`src/capture_pkg.sv`:
```
package capture_pkg;

   //--------------------
   // antenna and fake data
   //--------------------
   localparam int NUM_ANT = 8;                        // one bit per antenna lane
   localparam int LFSR_W = 16;                        // fake data register width
   localparam logic [LFSR_W-1:0] FAKE_SEED = 16'hACE1; // lfsr start value

   //--------------------
   // raw data buffer
   //--------------------
   localparam int STORE_DEPTH = 64; // words per store session
   localparam int STORE_AW = 6;     // log2 of STORE_DEPTH

   // flops after the input re-register
   localparam int SYNC_STAGES = 2;

   // raw_store FSM
   typedef enum logic [1:0]
   {
      STORE_IDLE = 2'd0, // waiting for store
      STORE_FILL = 2'd1, // writing valid samples
      STORE_FULL = 2'd2  // buffer full, samples dropped
   } store_state_e;

endpackage
```
`src/capture_ctrl_if.sv`:
```
// synchronised control levels, all in the clk_e_i domain
interface capture_ctrl_if;

   logic rst;   // internal reset, released on the clock
   logic ce;    // capture enable
   logic debug; // use fake antenna data
   logic store; // write samples to the raw buffer

   // driven only by capture_control
   modport ctrl_mp
   (
      output rst,
      output ce,
      output debug,
      output store
   );

   // lfsr, frontend and store
   modport user_mp
   (
      input rst,
      input ce,
      input debug,
      input store
   );

endinterface

```
`src/capture_top.sv`:
```
module capture_top import capture_pkg::*;
(
   input  logic                clk_e_i,        // external signal clock
   input  logic                arst_n_i,       // async reset, active low
   input  logic                ce_a_i,         // capture enable, foreign domain
   input  logic                debug_a_i,      // fake data select, foreign domain
   input  logic                store_a_i,      // store request, foreign domain
   input  logic [NUM_ANT-1:0]  antenna_i,      // one-bit antenna samples
   input  logic [STORE_AW-1:0] rd_addr_i,      // raw buffer read address
   output logic [NUM_ANT-1:0]  sample_o,       // captured word
   output logic                sample_valid_o, // captured word strobe
   output logic [NUM_ANT-1:0]  rd_data_o,      // raw buffer read data
   output logic [STORE_AW:0]   store_count_o,  // words stored this session
   output logic                store_full_o    // raw buffer full
);

   logic [NUM_ANT-1:0] fake_bits; // lfsr to frontend

   // synchronised controls
   capture_ctrl_if ctrl_if ();

   //--------------------
   // control domain crossing
   //--------------------
   capture_control u_control
   (
      .clk_e_i   (clk_e_i),
      .arst_n_i  (arst_n_i),
      .ce_a_i    (ce_a_i),
      .debug_a_i (debug_a_i),
      .store_a_i (store_a_i),
      .ctrl      (ctrl_if.ctrl_mp)
   );

   //--------------------
   // sample path
   //--------------------
   fake_antenna_lfsr u_lfsr
   (
      .clk_e_i     (clk_e_i),
      .arst_n_i    (arst_n_i),
      .ctrl        (ctrl_if.user_mp),
      .fake_bits_o (fake_bits)
   );

   sample_frontend u_frontend
   (
      .clk_e_i        (clk_e_i),
      .arst_n_i       (arst_n_i),
      .ctrl           (ctrl_if.user_mp),
      .antenna_i      (antenna_i),
      .fake_bits_i    (fake_bits),
      .sample_o       (sample_o),
      .sample_valid_o (sample_valid_o)
   );

   // raw buffer sees the same words as the outputs
   raw_store u_store
   (
      .clk_e_i        (clk_e_i),
      .arst_n_i       (arst_n_i),
      .ctrl           (ctrl_if.user_mp),
      .sample_i       (sample_o),
      .sample_valid_i (sample_valid_o),
      .rd_addr_i      (rd_addr_i),
      .rd_data_o      (rd_data_o),
      .store_count_o  (store_count_o),
      .store_full_o   (store_full_o)
   );

endmodule

```
`src/raw_store.sv`:
```
module raw_store import capture_pkg::*;
(
   input  logic                clk_e_i,        // external signal clock
   input  logic                arst_n_i,       // async reset, active low
   capture_ctrl_if.user_mp     ctrl,           // synchronised controls
   input  logic [NUM_ANT-1:0]  sample_i,       // captured word
   input  logic                sample_valid_i, // word strobe
   input  logic [STORE_AW-1:0] rd_addr_i,      // read-back address
   output logic [NUM_ANT-1:0]  rd_data_o,      // entry at rd_addr_i, one cycle late
   output logic [STORE_AW:0]   store_count_o,  // words written this session
   output logic                store_full_o    // buffer full
);

   localparam logic [STORE_AW:0] LAST_CNT = (STORE_AW+1)'(STORE_DEPTH - 1);

   store_state_e        state_q;
   logic [STORE_AW:0]   count_q;             // next write address, plus full bit
   logic                wr_en;
   logic [NUM_ANT-1:0]  mem [STORE_DEPTH];   // raw buffer

   // write only while filling and store still requested
   assign wr_en = (state_q == STORE_FILL) & ctrl.store & sample_valid_i;

   //--------------------
   // store FSM
   //--------------------
   always_ff @(posedge clk_e_i or negedge arst_n_i)
   begin
      if (!arst_n_i)
      begin
         state_q <= STORE_IDLE;
         count_q <= '0;
      end
      else if (ctrl.rst)
      begin
         state_q <= STORE_IDLE;
         count_q <= '0;
      end
      else
      begin
         case (state_q)
            STORE_IDLE:
            begin
               if (ctrl.store)
               begin
                  state_q <= STORE_FILL;
                  count_q <= '0; // new session starts at address 0
               end
            end
            STORE_FILL:
            begin
               if (!ctrl.store)
               begin
                  state_q <= STORE_IDLE; // count and contents kept
               end
               else if (sample_valid_i)
               begin
                  count_q <= count_q + 1'b1;
                  if (count_q == LAST_CNT)
                  begin
                     state_q <= STORE_FULL; // last entry written
                  end
               end
            end
            STORE_FULL:
            begin
               if (!ctrl.store)
               begin
                  state_q <= STORE_IDLE;
               end
               // samples dropped here
            end
            default:
            begin
               state_q <= STORE_IDLE;
            end
         endcase
      end
   end

   //--------------------
   // buffer
   //--------------------
   always_ff @(posedge clk_e_i)
   begin
      if (wr_en)
      begin
         mem[count_q[STORE_AW-1:0]] <= sample_i;
      end
      rd_data_o <= mem[rd_addr_i]; // registered read, separate port
   end

   assign store_count_o = count_q;
   assign store_full_o  = (state_q == STORE_FULL);

endmodule

```
`src/sample_frontend.sv`:
```
module sample_frontend import capture_pkg::*;
(
   input  logic               clk_e_i,        // external signal clock
   input  logic               arst_n_i,       // async reset, active low
   capture_ctrl_if.user_mp    ctrl,           // synchronised controls
   input  logic [NUM_ANT-1:0] antenna_i,      // real one-bit antenna samples
   input  logic [NUM_ANT-1:0] fake_bits_i,    // from the lfsr
   output logic [NUM_ANT-1:0] sample_o,       // captured word
   output logic               sample_valid_o  // one strobe per captured word
);

   logic [NUM_ANT-1:0] sample_sel; // real or fake, before the register

   //--------------------
   // source select
   //--------------------
   assign sample_sel = ctrl.debug ? fake_bits_i : antenna_i;

   //--------------------
   // capture register
   //--------------------
   always_ff @(posedge clk_e_i or negedge arst_n_i)
   begin
      if (!arst_n_i)
      begin
         sample_o       <= '0;
         sample_valid_o <= 1'b0;
      end
      else if (ctrl.rst)
      begin
         sample_o       <= '0; // cleared on internal reset
         sample_valid_o <= 1'b0;
      end
      else
      begin
         sample_valid_o <= ctrl.ce; // valid for the cycle after capture
         if (ctrl.ce)
         begin
            sample_o <= sample_sel;
         end
         // else hold last word
      end
   end

endmodule

```
`src/fake_antenna_lfsr.sv`:
```
module fake_antenna_lfsr import capture_pkg::*;
(
   input  logic               clk_e_i,     // external signal clock
   input  logic               arst_n_i,    // async reset, active low
   capture_ctrl_if.user_mp    ctrl,        // synchronised controls
   output logic [NUM_ANT-1:0] fake_bits_o  // fake antenna word
);

   logic [LFSR_W-1:0] lfsr_q; // shift register state
   logic              feedback;
   logic              step;   // advance this cycle

   // fibonacci taps 16, 14, 13, 11
   assign feedback = lfsr_q[LFSR_W-1] ^ lfsr_q[LFSR_W-3]
                   ^ lfsr_q[LFSR_W-4] ^ lfsr_q[LFSR_W-6];

   // only runs while fake data is being captured
   assign step = ctrl.ce & ctrl.debug;

   always_ff @(posedge clk_e_i or negedge arst_n_i)
   begin
      if (!arst_n_i)
      begin
         lfsr_q <= FAKE_SEED;
      end
      else if (ctrl.rst)
      begin
         lfsr_q <= FAKE_SEED; // reload on internal reset
      end
      else if (step)
      begin
         lfsr_q <= {lfsr_q[LFSR_W-2:0], feedback}; // shift left, fb into bit 0
      end
   end

   // Low lanes only, taken before this edge's step
   assign fake_bits_o = lfsr_q[NUM_ANT-1:0];

endmodule

```
`src/capture_control.sv`:
```
module capture_control import capture_pkg::*;
(
   input  logic            clk_e_i,   // external signal clock
   input  logic            arst_n_i,  // async reset, active low
   input  logic            ce_a_i,    // capture enable, foreign bus domain
   input  logic            debug_a_i, // fake data select, foreign domain
   input  logic            store_a_i, // raw store request, foreign domain
   capture_ctrl_if.ctrl_mp ctrl
);

   logic [2:0] lvl_r;                  // re-registered levels {store, debug, ce}
   logic [2:0] lvl_sync [SYNC_STAGES]; // synchroniser chain
   logic [1:0] rst_sync;               // reset synchroniser, bit 1 is the output

   //--------------------
   // input re-register
   //--------------------
   // keeps the foreign levels in one place ahead of the sync chain
   always_ff @(posedge clk_e_i or negedge arst_n_i)
   begin
      if (!arst_n_i)
      begin
         lvl_r <= '0;
      end
      else
      begin
         lvl_r <= {store_a_i, debug_a_i, ce_a_i};
      end
   end

   //--------------------
   // level synchronisers
   //--------------------
   always_ff @(posedge clk_e_i or negedge arst_n_i)
   begin
      if (!arst_n_i)
      begin
         for (int i = 0; i < SYNC_STAGES; i++)
         begin
            lvl_sync[i] <= '0; // all levels low
         end
      end
      else
      begin
         lvl_sync[0] <= lvl_r; // first stage may go metastable
         for (int i = 1; i < SYNC_STAGES; i++)
         begin
            lvl_sync[i] <= lvl_sync[i-1];
         end
      end
   end

   // reset asserts at once, releases two edges after arst_n_i rises
   always_ff @(posedge clk_e_i or negedge arst_n_i)
   begin
      if (!arst_n_i)
      begin
         rst_sync <= 2'b11;
      end
      else
      begin
         rst_sync <= {rst_sync[0], 1'b0}; // shift zeros in
      end
   end

   assign ctrl.rst   = rst_sync[1];
   assign ctrl.ce    = lvl_sync[SYNC_STAGES-1][0];
   assign ctrl.debug = lvl_sync[SYNC_STAGES-1][1];
   assign ctrl.store = lvl_sync[SYNC_STAGES-1][2];

endmodule

```
`config.mk`:
```
export PLATFORM = sky130hd
export DESIGN_NAME = capture_top
export DESIGN_NICKNAME = d
export VERILOG_FILES = /design/src/capture_pkg.sv /design/src/capture_ctrl_if.sv /design/src/capture_top.sv /design/src/raw_store.sv /design/src/sample_frontend.sv /design/src/fake_antenna_lfsr.sv /design/src/capture_control.sv
export SDC_FILE = /design/constraint.sdc
export NUM_CORES = 1
export LEC_CHECK = 0
export ABC_AREA = 1
export ABC_CLOCK_PERIOD_IN_PS = 2700
export BUFFER_PORTS_ARGS = -buffer_cell sky130_fd_sc_hd__buf_2
export CAP_MARGIN = 20
export CELL_PAD_IN_SITES_DETAIL_PLACEMENT = 2
export CELL_PAD_IN_SITES_GLOBAL_PLACEMENT = 2
export CORE_UTILIZATION = 43
export DETAILED_ROUTE_END_ITERATION = 6
export PLACE_DENSITY_LB_ADDON = 0.1
export REMOVE_ABC_BUFFERS = 1
export SLEW_MARGIN = 30
export SYNTH_ARGS = -nofsm -noshare
export SYNTH_HDL_FRONTEND = slang
export SYNTH_SLANG_ARGS = --single-unit
```
`constraint.sdc`:
```
create_clock -name clk_e_i -period 2.7 [get_ports clk_e_i]
set_input_delay 0.54 -clock clk_e_i [delete_from_list [all_inputs] [get_ports clk_e_i]]
set_output_delay 0.54 -clock clk_e_i [all_outputs]
set_load 0.005 [all_outputs]
```
# After elaboration in Yosys (flattened, before gate mapping)
# Memories as Yosys holds them, arrays and structs flattened. A register that Yosys moved wholly into a read port is not among the register bits.
# Index checks and enable logic that the tools add are counted.
[totals]
elab_cells = 52
ramBits = 512
rom_bits = 0
memories = 1
out_inout_bits = 25
register_bits = 45
input_bits = 19
latch_bits = 0
[memory_table]
columns = ["memory", "words", "width", "rd", "rd_clocked_by_memory_dff", "wr", "line", "source"]
rows = [
  ["u_store.mem", 64, 8, 1, 1, 1, "raw_store.sv:19", "logic [NUM_ANT-1:0] mem [STORE_DEPTH];"],
]
[classes]
n_lt_le_gt_ge = 0
n_bitwise = 6
multipliers = 0
n_eq_ne = 9
div = 0
add_sub_neg = 1
mux = 20
n_shift = 0
reduce_logical = 6
[ops]
columns = ["operator", "count"]
rows = [
  ["16-bit two-way mux", 2],
  ["7-bit two-way mux", 4],
  ["8-bit two-way mux", 3],
  ["7-bit one-hot mux with 2 select lines", 1],
  ["2-bit two-way mux", 6],
  ["3-bit != test (second input constant)", 4],
  ["4-bit != test (second input constant)", 2],
  ["4-bit AND reduction", 2],
  ["7-bit by 1-bit adder with 7-bit output (second input constant)", 1],
  ["7-bit by 6-bit == test with 1-bit output (second input constant)", 1],
  ["2-bit one-hot mux with 3 select lines", 1],
  ["2-bit nonzero test", 2],
  ["1-bit bitwise AND", 3],
  ["1-bit two-way mux", 3],
  ["3-bit nonzero test", 1],
  ["1-bit XOR", 3],
  ["2-bit by 1-bit == test with 1-bit output (second input constant)", 1],
  ["2-bit == test (second input constant)", 1],
  ["2-bit logical NOT", 1],
]

# Depth between registers and ports, before layout
# Gate-level depths: netlist of the first run.
[logic_depth]
word_depth = 6
depth_mapped = 12

# Hierarchy
# A second synthesis of the first run with hierarchy kept.
[hier_totals]
cells_unflattened = 2023
area_unflattened_um2 = 23219.8
[by_module_without_submodules]
columns = ["module", "n_inst", "seq_area_each_um2", "cells_per_inst", "area_each_um2"]
rows = [
  ["raw_store", 1, 15760.1, 1864, 21709.6],
  ["fake_antenna_lfsr", 1, 410.4, 77, 754.5],
  ["sample_frontend", 1, 225.2, 70, 474.2],
  ["capture_control", 1, 277.8, 12, 281.5],
]

# Worst setup path after synthesis of the first run
# Ideal clock, no wire load.
[synth_path]
path_kind = "register to register"
start = "register u_control.lvl_sync, in the netlist u_control.ctrl.store"
end = "memory u_store.mem[0][0], enable pin"
t_arrival_ns = 1.511
setup_ns = 0.371
setup_slack_ns = 0.818
path_stages_with_launch = 7
n_path_buf = 0
required_time_ns = 2.329
cell_sequence = "dfrtp_1 inv_1 nor2_1 inv_1 nor3_4 nand4_1 nor2_1"
[synth_via]
elab_chain_len = 4
[synth_rtl]
columns = ["item", "line", "source"]
rows = [
  ["from (decl)", "capture_control.sv:12", "logic [2:0] lvl_sync [SYNC_STAGES];"],
  ["from (signal, indexed assignment)", "capture_control.sv:48", "lvl_sync[i] <= lvl_sync[i-1];"],
  ["1-bit bitwise AND (2 in a row)", "raw_store.sv:22", "assign wr_en = (state_q == STORE_FILL) & ctrl.store & sample_valid_i;"],
  ["1-bit two-way mux", "raw_store.sv:86", "if (wr_en)"],
  ["1-bit two-way mux (not written as such)", "raw_store.sv:88", "mem[count_q[STORE_AW-1:0]] <= sample_i;"],
  ["to (decl)", "raw_store.sv:19", ""],
]
# No other way between the ends.

# Worst setup path in the final report of the first run
[layout_path]
start = "register u_control.lvl_sync, in the netlist u_control.ctrl.store"
end = "memory u_store.mem[16][7], enable pin"
# Same word-level chain as after synthesis.

==> results.md, run 1 <==
- Status: completed
- Via count: 16100
- Total track usage: 0.287
- Setup violations, final: 0
- DPL Wire Length: approximately 47 mm
- RePlAce Congestion: 0.830
- FMAX: roughly 420 MHz
- Final Hold Viols: 0
- Setup bufs post-CTS: 0
- Total gr overflow: 0
- Final #Nets: around 2100
- Mapped cell area: approximately 0.023 sq mm
- Setup_tns: 0 ns
- CTS Root Cell: clkbuf_16
- Crit path kind: reg2reg
- Post-route DRC: 0
- Row count: 84
- Most frequent cells in the layout: 675 x nand2_1, 512 x edfxtp_1, 463 x nand3_1, 106 x buf_4, 81 x nor2_1
- Die outline area: 0.0544 sq mm
- Max-Cap Viols: 0
- Synth warnings: 0
- Worst Tran Pin Value: approximately 0.94 ns
- Max-slew headroom: 0.376
- Synth Area per Inst: approximately 12 sq um
- PwrDens: approximately 730 mW/mm^2
- Die W: ~230 um
- Remaining antenna violation count: 0
- Hold Buf Count CTS: 4
- Leak Pwr: 10.1 nW
- Initial Utilization: 0.436
- Crit-path max FO: 8
- Area occupied by multi-input gates: between 0.005 and 0.006 sq mm
- First-pass GRT wire length: between 100 and 150 mm
- Post-synthesis register bit count: 565
- Vias in the first global route: 17700
- Req. time, crit path: roughly 3 ns
- Largest net degree at the start of global routing: 99
- Sequential fraction of the synthesis area: 0.726
- Share of layout cells above drive strength 1: 0.131
- Final Skew: 0.0110 ns
- Number of fill cells: 5205
- Peak VDD IR: ~0.5 mV
- Hold/Removal Path Class: in2reg
- RSZ-0062 raised after global routing: no
- Synth cell types: 36
- Buffers on Ports: 43
- Antenna violations before repair: 0
- Wire per inst: between 20 and 30 um
- Core area: roughly 0.053 sq mm
- Cts repair resizes: 0
- Placed inst area: 0.0245 sq mm
- Num CTS Buffers: 60
- Power Total: around 19 mW
- FF+latch area: approximately 0.017 sq mm
- Crit start category: flop
- Commonest non-fill, non-tap cell in the layout: nand2_1
- Final Cell Area: about 0.026 sq mm
- Final worst path period share: 0.887
- H-Tree Depth: 2
- First-pass iteration count of the detailed router: 5
- Clock Latency Late Sink: 0.63 ns
- Fin crit period: between 2 and 2.5 ns
- Area contributors post-synth: edfxtp_1 67%, nand2_1 11%, nand3_1 10%
- Layout area overhead: 15.3%
- Hold slack: between 0.15 and 0.2 ns
- Cells after Synth: just under 2000
- Clock sinks: about 570
- CTS tree: built
- Final WL: about 76 mm
- DRT iter0 DRCs: ~1200
- WP data arrival: roughly 2.7 ns
- Vias per cell: between 5 and 6
- Num ports: 44
- Pins Over Slew Limit: 0
- CTS clk-pin slew, worst paths: about 0.060 ns
- Synth top area share: 0.669
- Die Span Y: 233 um
- CP Capture Type: flop
- Clk buf depth: 3
- Cell taking the most area after synthesis: edfxtp_1
## per-stage QoR
step / instances / utilization / setup slack [ns]
floorplan: 1871 / - / -0.357
global placement: 2720 / 0.465 / 0.293
detailed placement: 2720 / 0.465 / 0.210
CTS: 2836 / 0.503 / 0.253
global route: 2836 / 0.503 / 0.155
finish: 2837 / 0.503 / 0.306
## registers in the layout, indices dropped and copies added, names as in the netlist
| register | count |
|---|---|
| u_control.ctrl.ce | 1 |
| u_control.ctrl.debug | 1 |
| u_control.ctrl.store | 1 |
| u_control.lvl_r | 3 |
| u_control.lvl_sync | 3 |
| u_control.rst_sync | 2 |
| u_frontend.sample_o | 8 |
| u_frontend.sample_valid_o | 1 |
| u_lfsr.lfsr_q | 16 |
| u_store.mem | 512 |
| u_store.rd_data_o | 8 |
| u_store.state_q | 2 |
| u_store.store_count_o | 7 |
## power breakdown
| group | internal, mW | switching [mW] |
|---|---|---|
| Sequential | 9.63 | 0.0726 |
| Combinational | 0.314 | 0.928 |
| Clock | 4.85 | 3.48 |
| Total | 14.8 | 4.48 |
## cell families after synthesis
kind of cell / count (synthesis) / share of synthesized area
AND/OR/NAND/NOR: 1229 / 0.229
flip-flops: 565 / 0.726
buffers and inverters: 155 / 0.0360
AO/OA/AOI/OAI: 28 / 0.00784
XOR/XNOR: 3 / 0.00114
adder cells (fa/ha/maj): 1 / 0.000545
other: 1 / 0.000163
## layout make-up
class,count,area share
Tap cell,688,0.0325
Inverter,44,0.00652
Multi-Input combinational cell,1262,0.207
Antenna cell,1,0.0000945
Sequential cell,565,0.630
Clock buffer,79,0.0624
Timing Repair Buffer,165,0.0502
Clock inverter,33,0.0117
## cell usage after synthesis
cell type	n
inv_1	39
inv_4	1
ha_1	1
o21ai_1	1
o21a_1	1
nor4_1	1
dfxtp_1	8
inv_2	3
nand2_2	1
a22oi_1	5
nand2_1	675
nand3_1	463
o31ai_1	1
nor3_2	1
nor2_4	1
nor3_4	1
o221ai_1	3
buf_6	15
dfrtp_1	35
nor4_4	1
o21ai_0	3
nor2_1	81
conb_1	1
o22ai_1	6
buf_2	53
clkinv_1	1
edfxtp_1	512
o21ai_2	1
dfstp_2	10
buf_4	17
nand4_1	3
buf_1	13
xor2_1	3
clkbuf_1	13
a21oi_1	7
nor3_1	1
## final timing paths
kind                                      startpoint                       end  slack (ns)  depth (start not counted)
worst max-delay path            u_control.ctrl.store        u_store.mem[16][7]        0.31                          7
worst min register to register    u_control.lvl_r[0]     u_control.lvl_sync[3]        0.35                          0
worst min-delay path                    antenna_i[1]    u_frontend.sample_o[1]        0.18                          3
max in group asynchronous                   arst_n_i    u_frontend.sample_o[0]        1.83                          2
min in group asynchronous                   arst_n_i  u_store.store_count_o[3]        0.45                          2
worst max register to register  u_control.ctrl.store        u_store.mem[16][7]        0.31                          7
## critical path, cell delays in order (launching register included)
cell	delay, ns
dfrtp_1	0.39
inv_1	0.08
nor2_1	0.18
inv_1	0.14
nor3_4	0.22
nand4_1	0.11
buf_4	0.23
nor2_1	0.65
## per-layer routing
layer | global-route usage | share of wire
met1 | 0.380 | 0.43
met2 | 0.489 | 0.50
met3 | 0.0374 | 0.040
met4 | 0.0909 | 0.028
met5 | 0 | 0
No activity file was read; power rests on OpenSTA's default activity.
==> inputs of run 2 (changes only) <==
--- a/config.mk
+++ b/config.mk
@@ -12,8 +12,9 @@
 export CELL_PAD_IN_SITES_DETAIL_PLACEMENT = 2
 export CELL_PAD_IN_SITES_GLOBAL_PLACEMENT = 2
 export CORE_UTILIZATION = 43
+export CTS_CLUSTER_SIZE = 28
 export DETAILED_ROUTE_END_ITERATION = 6
-export PLACE_DENSITY_LB_ADDON = 0.1
+export PLACE_DENSITY = 0.85
 export REMOVE_ABC_BUFFERS = 1
 export SLEW_MARGIN = 30
 export SYNTH_ARGS = -nofsm -noshare
==> results.md, run 2 (synthesized netlist as in run 1, its figures left out) <==
- Leak Pwr: 9.99 nW (-0.70%)
- Die W: 233 um (unchanged)
- Clock Latency Late Sink: 0.64 ns (about the same)
- Clock network fraction of design power: 0.424 (-0.008)
- Inst Count DP: 2720 (unchanged)
- Vias in the first global route: 19000 (+7.7%)
- Hold Buf Count CTS: 1 (-3)
- Slowest-stage cell, CP: dfrtp_2
- First-pass iteration count of the detailed router: 7 (+2)
- Sw Share: 0.248 (+0.0154)
- Req. time, crit path: 2.16 ns (-0.79 ns)
- Worst Hold Path Cells: 1 (-2)
- Max reg flops: 512 (unchanged)
- Final cell count without fillers: 2830 (-0.25%)
- Hold path start: ce_a_i
- Setup violations, final: 0 (unchanged)
- H-Tree Depth: 2 (unchanged)
- Antenna violations before repair: 2 (+2)
- Crit-path max FO: 25 (+17)
- FMAX: 433 MHz (+3.5%)
- First-pass GRT wire length: 130 mm (+14%)
- Combinational power share: 0.067 (+0.003)
- Die outline area: 0.0544 sq mm (unchanged)
- Worst path depth: 1 (-6)
- DRT iter0 DRCs: 1461 (+25%)
- Max-slew headroom: 0.376 (+0.000521)
- Share of layout cells above drive strength 1: 0.131 (-0.000566)
- CP Cell Sequence: buf_2
- Total track usage: 0.332 (+0.0455)
- Pins Over Slew Limit: 0 (unchanged)
- Part of the power in registers: 0.509 (+0.006)
- Wire per inst: 31.1 um (+16%)
- ANT cells: 0 (-1)
- Num CTS Buffers: 58 (-3.3%)
- P_sw: 4.74 mW (+5.7%)
- DPL Wire Length: 51.4 mm (+9.3%)
- Initial Utilization: 0.436 (unchanged)
- Internal: 14.4 mW (-2.8%)
- Buffers on Ports: 43 (unchanged)
- Status: completed
- Die Span Y: 233 um (unchanged)
- Via count: 17100 (+6.4%)
- Cts repair resizes: 0 (unchanged)
- Largest net degree at the start of global routing: 100 (+1.0%)
- Num ports: 44 (unchanged)
- PwrDens: 727 mW/mm^2 (-0.16%)
- Clock sinks: 565 (unchanged)
- Total gr overflow: 0 (unchanged)
- Peak VDD IR: 0.606 mV (+18%)
- Worst setup path startpoint: u_frontend.sample_o[0]
- Vias per cell: 6.04 (+6.7%)
- WP data arrival: 1.77 ns (-0.88 ns)
- Final worst path period share: 0.856 (-0.0303)
- RePlAce Congestion: 0.849 (+2.2%)
- Post-route DRC: 0 (unchanged)
- Crit start category: flop
- Final #Nets: 2113 (-0.24%)
- Crit path kind: reg2out
- CTS Root Cell: clkbuf_16
- Max-Cap Viols: 0 (unchanged)
- Hold/Removal Path Class: in2reg
- Cell family with most CP delay: flip-flops
- Most frequent cells in the layout: 675 x nand2_1, 512 x edfxtp_1, 463 x nand3_1, 107 x buf_4, 80 x nor2_1
- RSZ-0062 raised after global routing: no
- Bufs and invs on worst path: 1 (-2)
- Final Hold Viols: 0 (unchanged)
- Row count: 84 (unchanged)
- Final Skew: 0.0305 ns (+0.0195 ns)
- CTS tree: built
- Clk buf depth: 3 (unchanged)
- Core area: 0.0527 sq mm (unchanged)
- Commonest non-fill, non-tap cell in the layout: nand2_1
- Critical R2R Launch: u_control.ctrl.store
- Worst Tran Pin Value: 0.936 ns (-0.000781 ns)
- Setup WS post-layout: 0.388 ns (+0.0819 ns)
- Fin crit period: 2.31 ns (-0.0819 ns)
- CTS clk-pin slew, worst paths: 0.06 ns (about the same)
- Dpl ws: 0.187 ns (-0.0229 ns)
- R2r worst-path depth: 8 (+1)
- Layout area overhead: 14.5%
- CP max stage delay: 0.89 ns (+0.24 ns)
- Remaining antenna violation count: 0 (unchanged)
- CP Capture Type: primary output
- Setup bufs post-CTS: 0 (unchanged)
- Final WL: 88.1 mm (+16%)
==> run 2: changes by cell type in the layout (fill, tap and decap cells not counted), moves of 2 or more <==
cell           delta
clkbuf_8          +2
clkinv_1          +2
bufinv_16         -3
buf_12            -2
clkbuf_16         -3
dlygate4sd3_1     -3
inv_6             +2
clkbuf_1          -2
==> run 2: metrics by stage <==
stage / hold slack [ns] / utilization / cell area, sq um / total power, mW / setup TNS, ns
final: 0.0272 / 0.500 / 26300 / 19.1 / 0
after global placement: 0.334 / 0.464 / 24500 / 11.0 / 0
after detailed placement: 0.345 / 0.464 / 24500 / 11.1 / 0
after global routing: 0.00667 / 0.500 / 26300 / 19.5 / 0
after floorplan: 0.244 / - / 22300 / 10.4 / -2.79
after CTS: 0.000165 / 0.500 / 26300 / 19.2 / 0
==> run 2: final cells by class <==
| cell class | instances | area (sq um) |
|---|---|---|
| clock buffer | 76 | 1600 |
| clock inverter | 33 | 249 |
| fill | 5187 | 26300 |
| inverter | 44 | 173 |
| multi-input combinational | 1262 | 5480 |
| sequential | 565 | 16700 |
| tap | 688 | 861 |
| timing repair buffer | 162 | 1270 |
==> run 2: metal layers <==
| metal | share of wire | track usage |
|---|---|---|
| met3 | 0.058 | 0.0531 |
| met1 | 0.38 | 0.402 |
| met2 | 0.51 | 0.577 |
| met5 | 0.00014 | 0 |
| met4 | 0.052 | 0.160 |
==> run 2: path summary, 6_finish.rpt <==
| kind | to | slack, ns |
|---|---|---|
| min in group asynchronous | u_store.store_count_o[5] | 0.36 |
| max in group asynchronous | u_lfsr.lfsr_q[15] | 1.67 |
| worst min register to register | u_control.lvl_sync[5] | 0.36 |
| worst min-delay path | u_control.lvl_r[0] | 0.03 |
| worst max register to register | u_store.mem[45][6] | 0.40 |
| worst max-delay path | sample_o[0] | 0.39 |
==> run 2: power groups by stage <==
stage | registers [mW] | logic [mW] | clock network, mW
after floorplan | 9.92 | 0.491 | 0
after global placement | 9.90 | 1.12 | 0
after detailed placement | 9.91 | 1.22 | 0
after CTS | 9.72 | 1.27 | 8.19
after global routing | 9.72 | 1.36 | 8.44
final | 9.73 | 1.29 | 8.11
